**src/bus_pkg.sv**
```systemverilog
package bus_pkg;

   // ------------------------------
   // Bus timing types
   // ------------------------------

   // Four phases of a bus cycle, two clock halves each
   typedef enum logic [1:0]
   {
      S0S1 = 2'd0,
      S2S3 = 2'd1,
      S4S5 = 2'd2,
      S6S7 = 2'd3
   } slice_t;

   // Arbitration states, two- and three-wire
   typedef enum logic [1:0]
   {
      ARB_IDLE         = 2'd0,
      ARB_GRANT        = 2'd1,
      ARB_WAIT_RELEASE = 2'd2
   } arb_state_t;

   // Operand size from the core
   typedef enum logic [1:0]
   {
      SIZE_BYTE = 2'd0,
      SIZE_WORD = 2'd1,
      SIZE_LONG = 2'd2
   } op_size_t;

   // ------------------------------
   // Widths and timer constants
   // ------------------------------
   localparam int DATA_W = 16;
   localparam int BUFFER_W = 32;
   // Length of the reset command in clocks
   localparam logic [6:0] RESET_CYCLES = 7'd124;
   // Final counts with the reset output already released
   localparam logic [6:0] RESET_OUT_TAIL = 7'd3;

endpackage

```
**src/bus_slice_if.sv**
```systemverilog
interface bus_slice_if;

   // Current phase of the bus cycle
   bus_pkg::slice_t slice;
   // Request levels from the core
   logic rd_bus;
   logic wr_bus;
   // Arbiter stays idle through the coming edge
   logic arb_idle;

   // Slice counter owner
   modport ctrl (output slice, input rd_bus, input wr_bus, input arb_idle);
   // Arbitration machine
   modport arb (output arb_idle, input slice);
   // Strobe decode
   modport strobe (input slice, input rd_bus, input wr_bus);
   // Read data sampling
   modport capture (input slice, input rd_bus);

endinterface

```
**src/bus_arbiter.sv**
```systemverilog
module bus_arbiter
(
   input  logic        clk,
   input  logic        resetn,
   input  logic        brn,
   input  logic        bgackn,
   bus_slice_if.arb    slice_bus,
   output logic        bgn,
   output logic        bus_en
);

   bus_pkg::arb_state_t arb_state;
   bus_pkg::arb_state_t next_state;

   // ------------------------------
   // Next state decode
   // ------------------------------
   always_comb
   begin
      next_state = arb_state;
      case (arb_state)
         // Grant only between bus cycles
         bus_pkg::ARB_IDLE:
            if (!brn && slice_bus.slice == bus_pkg::S0S1)
               next_state = bus_pkg::ARB_GRANT;
         // Three-wire if BGACK answers, two-wire ends on BR release
         bus_pkg::ARB_GRANT:
            if (!bgackn)
               next_state = bus_pkg::ARB_WAIT_RELEASE;
            else if (brn)
               next_state = bus_pkg::ARB_IDLE;
         // Another master may re-enter right after release
         bus_pkg::ARB_WAIT_RELEASE:
            if (bgackn)
               next_state = brn ? bus_pkg::ARB_IDLE : bus_pkg::ARB_GRANT;
         default:
            next_state = bus_pkg::ARB_IDLE;
      endcase
   end

   always_ff @(posedge clk or negedge resetn)
   begin
      if (!resetn)
         arb_state <= bus_pkg::ARB_IDLE;
      else
         arb_state <= next_state;
   end

   // A grant taken at this edge wins over a new cycle start
   assign slice_bus.arb_idle = (next_state == bus_pkg::ARB_IDLE) &&
                               (arb_state == bus_pkg::ARB_IDLE);
   assign bgn    = (arb_state != bus_pkg::ARB_GRANT);
   assign bus_en = (arb_state == bus_pkg::ARB_IDLE);

   // Slice counter must be parked when a grant begins
   a_grant_at_s0: assert property (
      @(posedge clk) disable iff (!resetn)
      (arb_state == bus_pkg::ARB_IDLE) ##1 (arb_state == bus_pkg::ARB_GRANT)
      |-> slice_bus.slice == bus_pkg::S0S1
   );

endmodule

```
**src/bus_cycle_ctrl.sv**
```systemverilog
module bus_cycle_ctrl
(
   input  logic        clk,
   input  logic        resetn,
   input  logic        dtackn,
   bus_slice_if.ctrl   slice_bus,
   output logic        bus_cyc_rdy
);

   // Either request level starts a cycle
   logic            request;
   bus_pkg::slice_t next_slice;

   assign request = slice_bus.rd_bus | slice_bus.wr_bus;

   // ------------------------------
   // Slice sequencing
   // ------------------------------

   // S4S5 repeats as wait states until DTACK comes back
   always_comb
   begin
      case (slice_bus.slice)
         bus_pkg::S0S1: next_slice = bus_pkg::S2S3;
         bus_pkg::S2S3: next_slice = bus_pkg::S4S5;
         bus_pkg::S4S5: next_slice = dtackn ? bus_pkg::S4S5 : bus_pkg::S6S7;
         default:       next_slice = bus_pkg::S0S1;
      endcase
   end

   // Held at S0S1 while idle or while the bus is granted away
   always_ff @(posedge clk or negedge resetn)
   begin
      if (!resetn)
      begin
         slice_bus.slice <= bus_pkg::S0S1;
      end
      else if (!request || !slice_bus.arb_idle)
      begin
         slice_bus.slice <= bus_pkg::S0S1;
      end
      else
      begin
         // S6S7 wraps to S0S1, a held request then restarts
         slice_bus.slice <= next_slice;
      end
   end

   // Ready for exactly the one clock spent in S6S7
   assign bus_cyc_rdy = (slice_bus.slice == bus_pkg::S6S7);

   // Core must never ask for a read and a write at once
   a_req_mutex: assert property (
      @(posedge clk) disable iff (!resetn)
      !(slice_bus.rd_bus && slice_bus.wr_bus)
   );

endmodule

```
**src/bus_interface_top.sv**
```systemverilog
module bus_interface_top
(
   input  logic                          clk,
   input  logic                          resetn,
   input  logic                          rd_bus,
   input  logic                          wr_bus,
   input  logic                          dtackn,
   input  logic                          a0,
   input  logic                          byte_word,
   input  logic [bus_pkg::DATA_W-1:0]    data_in,
   input  bus_pkg::op_size_t             op_size,
   input  logic                          sel_buff_lo,
   input  logic                          sel_buff_hi,
   input  logic                          brn,
   input  logic                          bgackn,
   input  logic                          reset_en,
   output logic                          asn,
   output logic                          udsn,
   output logic                          ldsn,
   output logic                          rwn,
   output logic                          data_oe,
   output logic                          bus_cyc_rdy,
   output logic [bus_pkg::BUFFER_W-1:0]  buffer_a,
   output logic [bus_pkg::DATA_W-1:0]    data_core_out,
   output logic                          bgn,
   output logic                          bus_en,
   output logic                          reset_out_en,
   output logic                          reset_rdy
);

   // Shared slice and request levels
   bus_slice_if slice_bus ();

   assign slice_bus.rd_bus = rd_bus;
   assign slice_bus.wr_bus = wr_bus;

   // ------------------------------
   // Bus cycle path
   // ------------------------------
   bus_cycle_ctrl bus_cycle_ctrl_i (
      .clk         (clk),
      .resetn      (resetn),
      .dtackn      (dtackn),
      .slice_bus   (slice_bus.ctrl),
      .bus_cyc_rdy (bus_cyc_rdy)
   );

   bus_strobe_gen bus_strobe_gen_i (
      .slice_bus (slice_bus.strobe),
      .a0        (a0),
      .byte_word (byte_word),
      .asn       (asn),
      .udsn      (udsn),
      .ldsn      (ldsn),
      .rwn       (rwn),
      .data_oe   (data_oe)
   );

   read_capture read_capture_i (
      .clk           (clk),
      .resetn        (resetn),
      .slice_bus     (slice_bus.capture),
      .data_in       (data_in),
      .a0            (a0),
      .op_size       (op_size),
      .sel_buff_lo   (sel_buff_lo),
      .sel_buff_hi   (sel_buff_hi),
      .buffer_a      (buffer_a),
      .data_core_out (data_core_out)
   );

   // ------------------------------
   // Arbitration and reset command
   // ------------------------------
   bus_arbiter bus_arbiter_i (
      .clk       (clk),
      .resetn    (resetn),
      .brn       (brn),
      .bgackn    (bgackn),
      .slice_bus (slice_bus.arb),
      .bgn       (bgn),
      .bus_en    (bus_en)
   );

   reset_cmd_timer reset_cmd_timer_i (
      .clk          (clk),
      .resetn       (resetn),
      .reset_en     (reset_en),
      .reset_out_en (reset_out_en),
      .reset_rdy    (reset_rdy)
   );

endmodule

```
**src/bus_strobe_gen.sv**
```systemverilog
module bus_strobe_gen
(
   bus_slice_if.strobe slice_bus,
   input  logic        a0,
   input  logic        byte_word,
   output logic        asn,
   output logic        udsn,
   output logic        ldsn,
   output logic        rwn,
   output logic        data_oe
);

   // Slice is only left at S0S1 during an active cycle
   logic cyc_active;
   // Data strobe window for the current cycle type
   logic ds_active;
   // Byte lane enables
   logic upper_lane;
   logic lower_lane;

   assign cyc_active = (slice_bus.slice != bus_pkg::S0S1);

   // ------------------------------
   // Strobe windows
   // ------------------------------

   // Read strobes open at S2S3, write strobes wait until S4S5
   // so that the data is already on the bus
   assign ds_active = (slice_bus.slice == bus_pkg::S4S5) ||
                      (slice_bus.slice == bus_pkg::S6S7) ||
                      (slice_bus.slice == bus_pkg::S2S3 && slice_bus.rd_bus);

   // Word access uses both lanes, a byte goes by a0
   assign upper_lane = byte_word | ~a0;
   assign lower_lane = byte_word | a0;

   // ------------------------------
   // Active low bus outputs
   // ------------------------------
   assign asn  = ~cyc_active;
   assign udsn = ~(ds_active & upper_lane);
   assign ldsn = ~(ds_active & lower_lane);

   // Write direction for the whole cycle
   assign rwn = ~(cyc_active & slice_bus.wr_bus);

   // Drive data ahead of the write strobes
   assign data_oe = slice_bus.wr_bus &&
                    (slice_bus.slice == bus_pkg::S2S3 ||
                     slice_bus.slice == bus_pkg::S4S5);

endmodule

```
**src/read_capture.sv**
```systemverilog
module read_capture
(
   input  logic                          clk,
   input  logic                          resetn,
   bus_slice_if.capture                  slice_bus,
   input  logic [bus_pkg::DATA_W-1:0]    data_in,
   input  logic                          a0,
   input  bus_pkg::op_size_t             op_size,
   input  logic                          sel_buff_lo,
   input  logic                          sel_buff_hi,
   output logic [bus_pkg::BUFFER_W-1:0]  buffer_a,
   output logic [bus_pkg::DATA_W-1:0]    data_core_out
);

   // Cycle type noted in S2S3, the core may drop rd_bus during S6S7
   logic                rd_cyc;
   // Addressed byte of the data bus
   logic [7:0]          rd_byte;

   // Even address on the upper lane, odd on the lower
   assign rd_byte = a0 ? data_in[7:0] : data_in[bus_pkg::DATA_W-1 -: 8];

   always_ff @(posedge clk or negedge resetn)
   begin
      if (!resetn)
      begin
         rd_cyc        <= 1'b0;
         buffer_a      <= '0;
         data_core_out <= '0;
      end
      else
      begin
         if (slice_bus.slice == bus_pkg::S2S3)
            rd_cyc <= slice_bus.rd_bus;
         // Data valid at the end of S6S7
         if (slice_bus.slice == bus_pkg::S6S7 && rd_cyc)
         begin
            // Transparent copy of the bus word
            data_core_out <= data_in;
            if (sel_buff_lo && op_size == bus_pkg::SIZE_BYTE)
               buffer_a <= {{(bus_pkg::BUFFER_W-8){1'b0}}, rd_byte};
            else if (sel_buff_lo)
               buffer_a[bus_pkg::DATA_W-1:0] <= data_in;
            // Upper word of a long operand
            else if (sel_buff_hi)
               buffer_a[bus_pkg::BUFFER_W-1 -: bus_pkg::DATA_W] <= data_in;
         end
      end
   end

endmodule

```
**src/reset_cmd_timer.sv**
```systemverilog
module reset_cmd_timer
(
   input  logic clk,
   input  logic resetn,
   input  logic reset_en,
   output logic reset_out_en,
   output logic reset_rdy
);

   // Down counter of the reset command
   logic [$bits(bus_pkg::RESET_CYCLES)-1:0] reset_count;
   // Blocks a reload while reset_en stays high
   logic                                    reset_lock;

   always_ff @(posedge clk or negedge resetn)
   begin
      if (!resetn)
      begin
         reset_count <= '0;
         reset_lock  <= 1'b0;
         reset_rdy   <= 1'b0;
      end
      else
      begin
         if (reset_en && !reset_lock)
         begin
            reset_count <= bus_pkg::RESET_CYCLES;
            reset_lock  <= 1'b1;
         end
         else if (reset_count != '0)
            reset_count <= reset_count - 1'b1;
         // Unlock only after the command finished
         else if (!reset_en)
            reset_lock <= 1'b0;
         // Strobe as the count reaches zero
         reset_rdy <= (reset_count == 1);
      end
   end

   // Reset output released for the last few counts
   assign reset_out_en = (reset_count > bus_pkg::RESET_OUT_TAIL);

   // Ready is a single clock strobe
   a_rdy_pulse: assert property (
      @(posedge clk) disable iff (!resetn)
      reset_rdy |=> !reset_rdy
   );

endmodule

```
**config.mk**
```make
export PLATFORM = sky130hd
export DESIGN_NAME = bus_interface_top
export DESIGN_NICKNAME = d
export VERILOG_FILES = /design/src/bus_pkg.sv /design/src/bus_slice_if.sv /design/src/bus_arbiter.sv /design/src/bus_cycle_ctrl.sv /design/src/bus_interface_top.sv /design/src/bus_strobe_gen.sv /design/src/read_capture.sv /design/src/reset_cmd_timer.sv
export SDC_FILE = /design/constraint.sdc
export NUM_CORES = 1
export LEC_CHECK = 0
export ABC_AREA = 1
export BUFFER_PORTS_ARGS = -buffer_cell sky130_fd_sc_hd__buf_2
export CAP_MARGIN = 20
export CORE_MARGIN = 5
export CORE_UTILIZATION = 52
export CTS_CLUSTER_DIAMETER = 100
export DETAILED_ROUTE_END_ITERATION = 8
export PLACE_DENSITY = 0.89
export SYNTH_ARGS = -nofsm -noshare
export SYNTH_HDL_FRONTEND = slang
export SYNTH_HIERARCHICAL = 1
export SYNTH_SLANG_ARGS = --single-unit
```
**constraint.sdc**
```tcl
create_clock -name clk -period 1.4 [get_ports clk]
set_clock_uncertainty 0.05 [all_clocks]
set_input_delay 0.07 -clock clk [delete_from_list [all_inputs] [get_ports clk]]
set_output_delay 0.07 -clock clk [all_outputs]
set_load 0.02 [all_outputs]
```
Word-level counts from Yosys, hierarchy flattened

Cells that the tools add are included.
Widths: inputs -> output; s select.

Order comparisons: 1
Equality and inequality tests: 10
Bitwise logic cells: 11
Reductions and logical operators: 27
Multiplexer cells: 19
$add $sub $neg: 1

Operators by type and width:

| cell                | count |
|---|---|
| $mux 16             | 3 |
| $mux 32             | 1 |
| $mux 7              | 2 |
| $pmux 2 s3          | 2 |
| $mux 2              | 5 |
| $logic_not 2->1     | 4 |
| $mux 8              | 1 |
| $ne 2x1->1 const B  | 4 |
| $reduce_bool 2->1   | 4 |
| $eq 7x1->1 const B  | 1 |
| $gt 7x2->1 const B  | 1 |
| $logic_and 1x1->1   | 7 |
| $reduce_bool 7->1   | 1 |
| $sub 7x1->7 const B | 1 |
| $eq 2x2->1 const B  | 3 |
| $mux 1              | 5 |
| $not 1->1           | 5 |
| $eq 2x1->1 const B  | 2 |
| $logic_not 1->1     | 4 |
| $logic_or 1x1->1    | 4 |
| $reduce_and 2->1    | 2 |
| $and 1x1->1         | 3 |
| $or 1x1->1          | 3 |
| $reduce_and 3->1    | 1 |

Output and inout port bits: 58
Input bits: 30
Flip-flop bits (word level): 62
Word-level logic and storage cells: 78

Longest topological paths before layout

Word-level depth: 9
Depth in mapped cells: 8
Mapped depth without buffers: 7

By module

The synthesis kept the hierarchy.

Modules (own cells, without submodules):

| module          | sequential area each (µm²) | area each (µm²) | cells each | instances |
|---|---|---|---|---|
| read_capture    | 1226.2                     | 2179.6          | 271        | 1 |
| reset_cmd_timer | 225.2                      | 563.0           | 75         | 1 |
| bus_cycle_ctrl  | 50.0                       | 140.1           | 17         | 1 |
| bus_arbiter     | 50.0                       | 133.9           | 18         | 1 |
| bus_strobe_gen  | 0.0                        | 105.1           | 18         | 1 |

Least setup slack after synthesis

Ideal clock, no wire load.

Path kind: register to register
Start point: reg bus_cycle_ctrl_i.slice_bus.slice[0]
End point: reg read_capture_i/buffer_a[10] in the netlist's numbering
Stages on the path, launching flop included: 7
Setup slack: 0.117 ns
Path buffers: 1
Data required time: 1.233 ns
Arrival time: 1.115 ns
Cell sequence: dfrtp_1 -> nand3_4 -> nor2_8 -> inv_2 -> buf_6 -> nand2_1 -> nand2_1

Word-level cells in the longest chain between the ends: 3

Ends and longest elaborated chain:

| item                              | RTL line             | text |
|---|---|---|
| start: declaration                | bus_slice_if.sv:12   | `modport ctrl (output slice, input rd_bus, input wr_bus, input arb_idle);` |
| start signal: assignment          | bus_cycle_ctrl.sv:36 | `slice_bus.slice <= bus_pkg::S0S1;` |
| start signal: assignment          | bus_cycle_ctrl.sv:40 | `slice_bus.slice <= bus_pkg::S0S1;` |
| start signal: assignment          | bus_cycle_ctrl.sv:45 | `slice_bus.slice <= next_slice;` |
| $eq 2x2->1                        | read_capture.sv:36   | `if (slice_bus.slice == bus_pkg::S6S7 && rd_cyc)` |
| $logic_and 1x1->1                 | read_capture.sv:36   |  |
| $reduce_and 2->1 (no source line) | --                   |  |
| end signal: assignment            | read_capture.sv:41   | `buffer_a <= {{(bus_pkg::BUFFER_W-8){1'b0}}, rd_byte};` |
| end signal: indexed assignment    | read_capture.sv:43   | `buffer_a[bus_pkg::DATA_W-1:0] <= data_in;` |
| end signal: indexed assignment    | read_capture.sv:46   | `buffer_a[bus_pkg::BUFFER_W-1 -: bus_pkg::DATA_W] <= data_in;` |
| end: declaration                  | read_capture.sv:11   | `output logic [bus_pkg::BUFFER_W-1:0] buffer_a,` |

No other way between the ends.
A chain may end at the register's enable or synchronous reset.

Final worst setup path

Start point: reg bus_cycle_ctrl_i.slice_bus.slice[0]
End point: out data_oe

Word-level cells in the longest chain between the ends: 3
Elaborated cells on any way between the ends: 4

Ends and longest elaborated chain:

| item                                     | RTL line                                   | text |
|---|---|---|
| $eq 2x1->1 or $eq 2x2->1 (tied branches) | bus_strobe_gen.sv:49, bus_strobe_gen.sv:50 |  |
| $logic_or 1x1->1 (*)                     | bus_strobe_gen.sv:49                       | `(slice_bus.slice == bus_pkg::S2S3 \|\|` |
| $logic_and 1x1->1 (*)                    | bus_strobe_gen.sv:48                       | `assign data_oe = slice_bus.wr_bus &&` |
| end: declaration                         | bus_interface_top.sv:21                    | `output logic data_oe,` |

Every way passes the cells marked *; elsewhere a longest branch is shown, timed or not.

==> key figures <==
Worst setup path
  • Slowest cell on crit path: dfrtp_1
  • Slowest stage delay, CP: 370 ps
  • Worst-case reg-to-reg path depth: 7
  • CP endpoint: data_oe
  • Reg-to-reg slack, setup: 30 ps
  • Startpoint types: flip-flop
  • Crit. Startpoint: bus_cycle_ctrl_i/slice_bus.slice[0]
  • CP max FO: 5
  • Crit end category: primary output
  • WP data required: about 1300 ps
  • RR Startpoint: bus_cycle_ctrl_i/slice_bus.slice[0]
  • WS Path Type: flip-flop to primary output
  • R2R Path End: read_capture_i/buffer_a[15]
  • Cell repeated most along the worst path: buf_6
  • Worst path cell trace: buf_6 -> inv_4 -> ha_4 -> nand2_1 -> inv_1 -> buf_6
  • Crit path DAT: 1400 ps

Power and ir drop
  • Sequential power share: 35.1%
  • Switching Share: 38.9%
  • Net Switching: 3.06 mW
  • Clock power frac: between 20% and 30%
  • Pwr per Cell Area: approximately 1800 mW/mm^2
  • Leakage: about 2.5 nW
  • Logic gate share of total power: 40.1%
  • Cell Int Power: 4.80 mW
  • VDD IR-drop max: 0.00128 V

Logic synthesis
  • Synth warnings: 6
  • Seq/Total Area, Yosys: slightly below 50%
  • Main synth FF type: dfrtp_1
  • EDFF count, synth: 0
  • Mapped Nets: 440
  • Post-synth top area share: between 40% and 50%
  • Netlist cell types: 30
  • Post-Syn Area: 0.00312 sq mm
  • Synth Instances: 399
  • Avg Cell Area, Syn: between 7 and 8 sq um
  • Synth top area cells: dfrtp_1 (50%), nand2_1 (25%), ha_1 (4.4%), inv_1 (3.7%), nand3_1 (3.2%)
  • Number of synthesized register bits: 62
  • Cell taking the most area after synthesis: dfrtp_1
  • Share of synthesized registers carrying an async set or reset: 100%

Timing
  • # setup viols final: 6
  • Max-slew headroom: between 60% and 70%
  • Minimum clock period after layout: roughly 1500 ps
  • Final worst slack: -121 ps
  • Worst-Margin Slew: 558 ps
  • Final period utilization: 109%
  • F_max: 657 MHz
  • RSZ-0062 raised after global routing: yes
  • Max-slew violation count: 0
  • Final Hold Fails: 0

Layout
  • Most common cell after layout, fill and taps aside: nand2_1
  • Number of fill cells in the layout: 423
  • Area delta synth->final: 42.6%
  • Final net count: approximately 570
  • Number of non-filler instances in the completed layout: 613
  • Most frequent cells in the layout: nand2_1 (202), buf_2 (81), dfrtp_1 (58)
  • Post-Layout Inst Area: 0.00445 sq mm
  • Final antenna diode count: 0
  • Layout cells sized above 1: 31.6%

Clocking
  • Num Clock Sinks: 62
  • Insertion delay of the later-clocked pin in the worst-skew pair: 340 ps
  • H-tree depth: 3
  • Clock buffer depth: 2
  • CTS tree: built
  • Reg clk slew, reported paths: 70 ps
  • Clock root buffer: clkbuf_8
  • Cts bufs inserted: 9

Placed design
  • Final GP Congestion: 0.874
  • DPL Wire Length: 5790 microns
  • Placed Area: about 0.0037 sq mm
  • Placed Instances: roughly 560
  • I/O Buffers: 87

Drt
  • DR pass1 iterations: 5
  • Final wirelength: 9230 microns
  • WL/cell: about 15 microns
  • Final ANT Viol Nets: 0
  • # DRC: 0
  • Vias: 3170
  • Initial drt markers: around 270
  • Number of vias per cell: between 5 and 6

Outcome
  • Failing checks: setup timing
  • Status: finished, violations left

Global routing
  • Pin count of the biggest net entering global routing: 63
  • Global-route wire length before repair: 14500 microns
  • Aggregate global-route resource usage: about a quarter
  • Vias in the first global route: 3059
  • Initial antenna violation count: 0
  • GRT overflow: 0

Floorplanning
  • Ports: 88
  • Row cnt: 28
  • Die Y: 87.5 microns
  • Core area: 0.00589 sq mm
  • Die Wd: 87.5 microns
  • Die ar.: between 0.007 and 0.008 sq mm
  • Initial Util: 53.0%

Hold path
  • Worst Hold Class: input port to flip-flop

Job
  • Max-Cap Viols: 0
[critical path: cells and delay by family (launching register included)]
kind,cells,cell delay (ps)
fa+ha+maj,1,260
flops,1,370
simple gates,1,40
buf+inv,4,390
[stage by stage]
stage	worst slack (ps)	TNS (ps)	utilization (%)	power, mW	hold slack [ps]
floorplan	117	0	-	4.45	-276
global placement	122	0	62.4	5.42	51.9
detailed placement	76.6	0	62.4	5.50	56.8
CTS	-123	-487	73.4	7.77	70.2
global route	-195	-1070	75.7	8.30	97.4
finish	-121	-566	75.7	7.86	89.1
[sequential cells by signal, indices dropped and copies added, names as in the netlist]
signal / flops
bus_arbiter_i/arb_state: 2
bus_cycle_ctrl_i/slice_bus.slice: 2
read_capture_i/buffer_a: 32
read_capture_i/data_core_out: 16
read_capture_i/rd_cyc: 1
reset_cmd_timer_i/reset_count: 7
reset_cmd_timer_i/reset_lock: 1
reset_cmd_timer_i/reset_rdy: 1
[cell usage after synthesis, types with 2 or more instances]
library cell,n
a21oi_1,5
buf_2,4
buf_4,4
clkbuf_1,3
dfrtp_1,62
ha_1,11
inv_1,31
inv_2,2
nand2_1,204
nand2_2,3
nand3_1,20
nand4_1,16
nor2_1,14
nor2_4,3
o21ai_1,2
[area by class of cell]
type / count / area (sq um) / area share [%]
Sequential cell: 62 / 1560 / 35.0
Tap cell: 75 / 93.8 / 2.11
Timing Repair Buffer: 135 / 927 / 20.8
Clock inverter: 6 / 109 / 2.44
Multi-Input combinational cell: 291 / 1490 / 33.5
Clock buffer: 10 / 138 / 3.09
Inverter: 34 / 135 / 3.03
[what timing repair did]
action | in CTS | in global routing
cloned | 0 | 0
pin swaps | 5 | 10
hold endpoints to repair | 108 | 0
endpoints found under the setup margin | 7 | 33
hold buffers | 23 | 0
resized for setup | 30 | 22
buffers inserted | 7 | 9
[kinds of logic (layout without fill, tap and decap cells)]
| kind of cell | Yosys count | after routing | share of synthesized area (%) |
|---|---|---|---|
| xor+xnor | 1 | 1 | 0.281 |
| flops | 62 | 62 | 49.7 |
| buf+inv | 46 | 185 | 6.45 |
| compound gates | 12 | 12 | 2.32 |
| simple gates | 267 | 267 | 36.8 |
| fa+ha+maj | 11 | 11 | 4.41 |
[worst min path at each step]
stage	startpoint	endpoint	slack, ps	cells after the start
global route	sel_buff_hi	read_capture_i/buffer_a[24]	100	3
finish	sel_buff_lo	read_capture_i/buffer_a[17]	90	4
CTS	sel_buff_hi	read_capture_i/buffer_a[28]	70	3
floorplan	resetn	bus_arbiter_i/arb_state[0]	-280	0
detailed placement	resetn	read_capture_i/buffer_a[14]	60	2
global placement	resetn	read_capture_i/buffer_a[13]	50	2
[power by group through the flow]
stage | clock network, mW | logic [mW] | registers [mW]
4_1_cts | 1.98 | 3.04 | 2.75
3_3_place_gp | 0 | 2.67 | 2.75
2_1_floorplan | 0 | 0.970 | 3.48
5_1_grt | 2.06 | 3.42 | 2.82
6_report | 1.95 | 3.16 | 2.76
3_5_place_dp | 0 | 2.73 | 2.78
[per-layer routing]
metal  track usage [%]  vias up  part of all wire [%]
li1                  -     1507                     -
met1              30.5     1498                    39
met2              41.0      147                    51
met3              6.15       18                   8.7
met4              7.25        0                   1.4
met5                 0        -                     0
No activity file was read; power rests on OpenSTA's default activity.
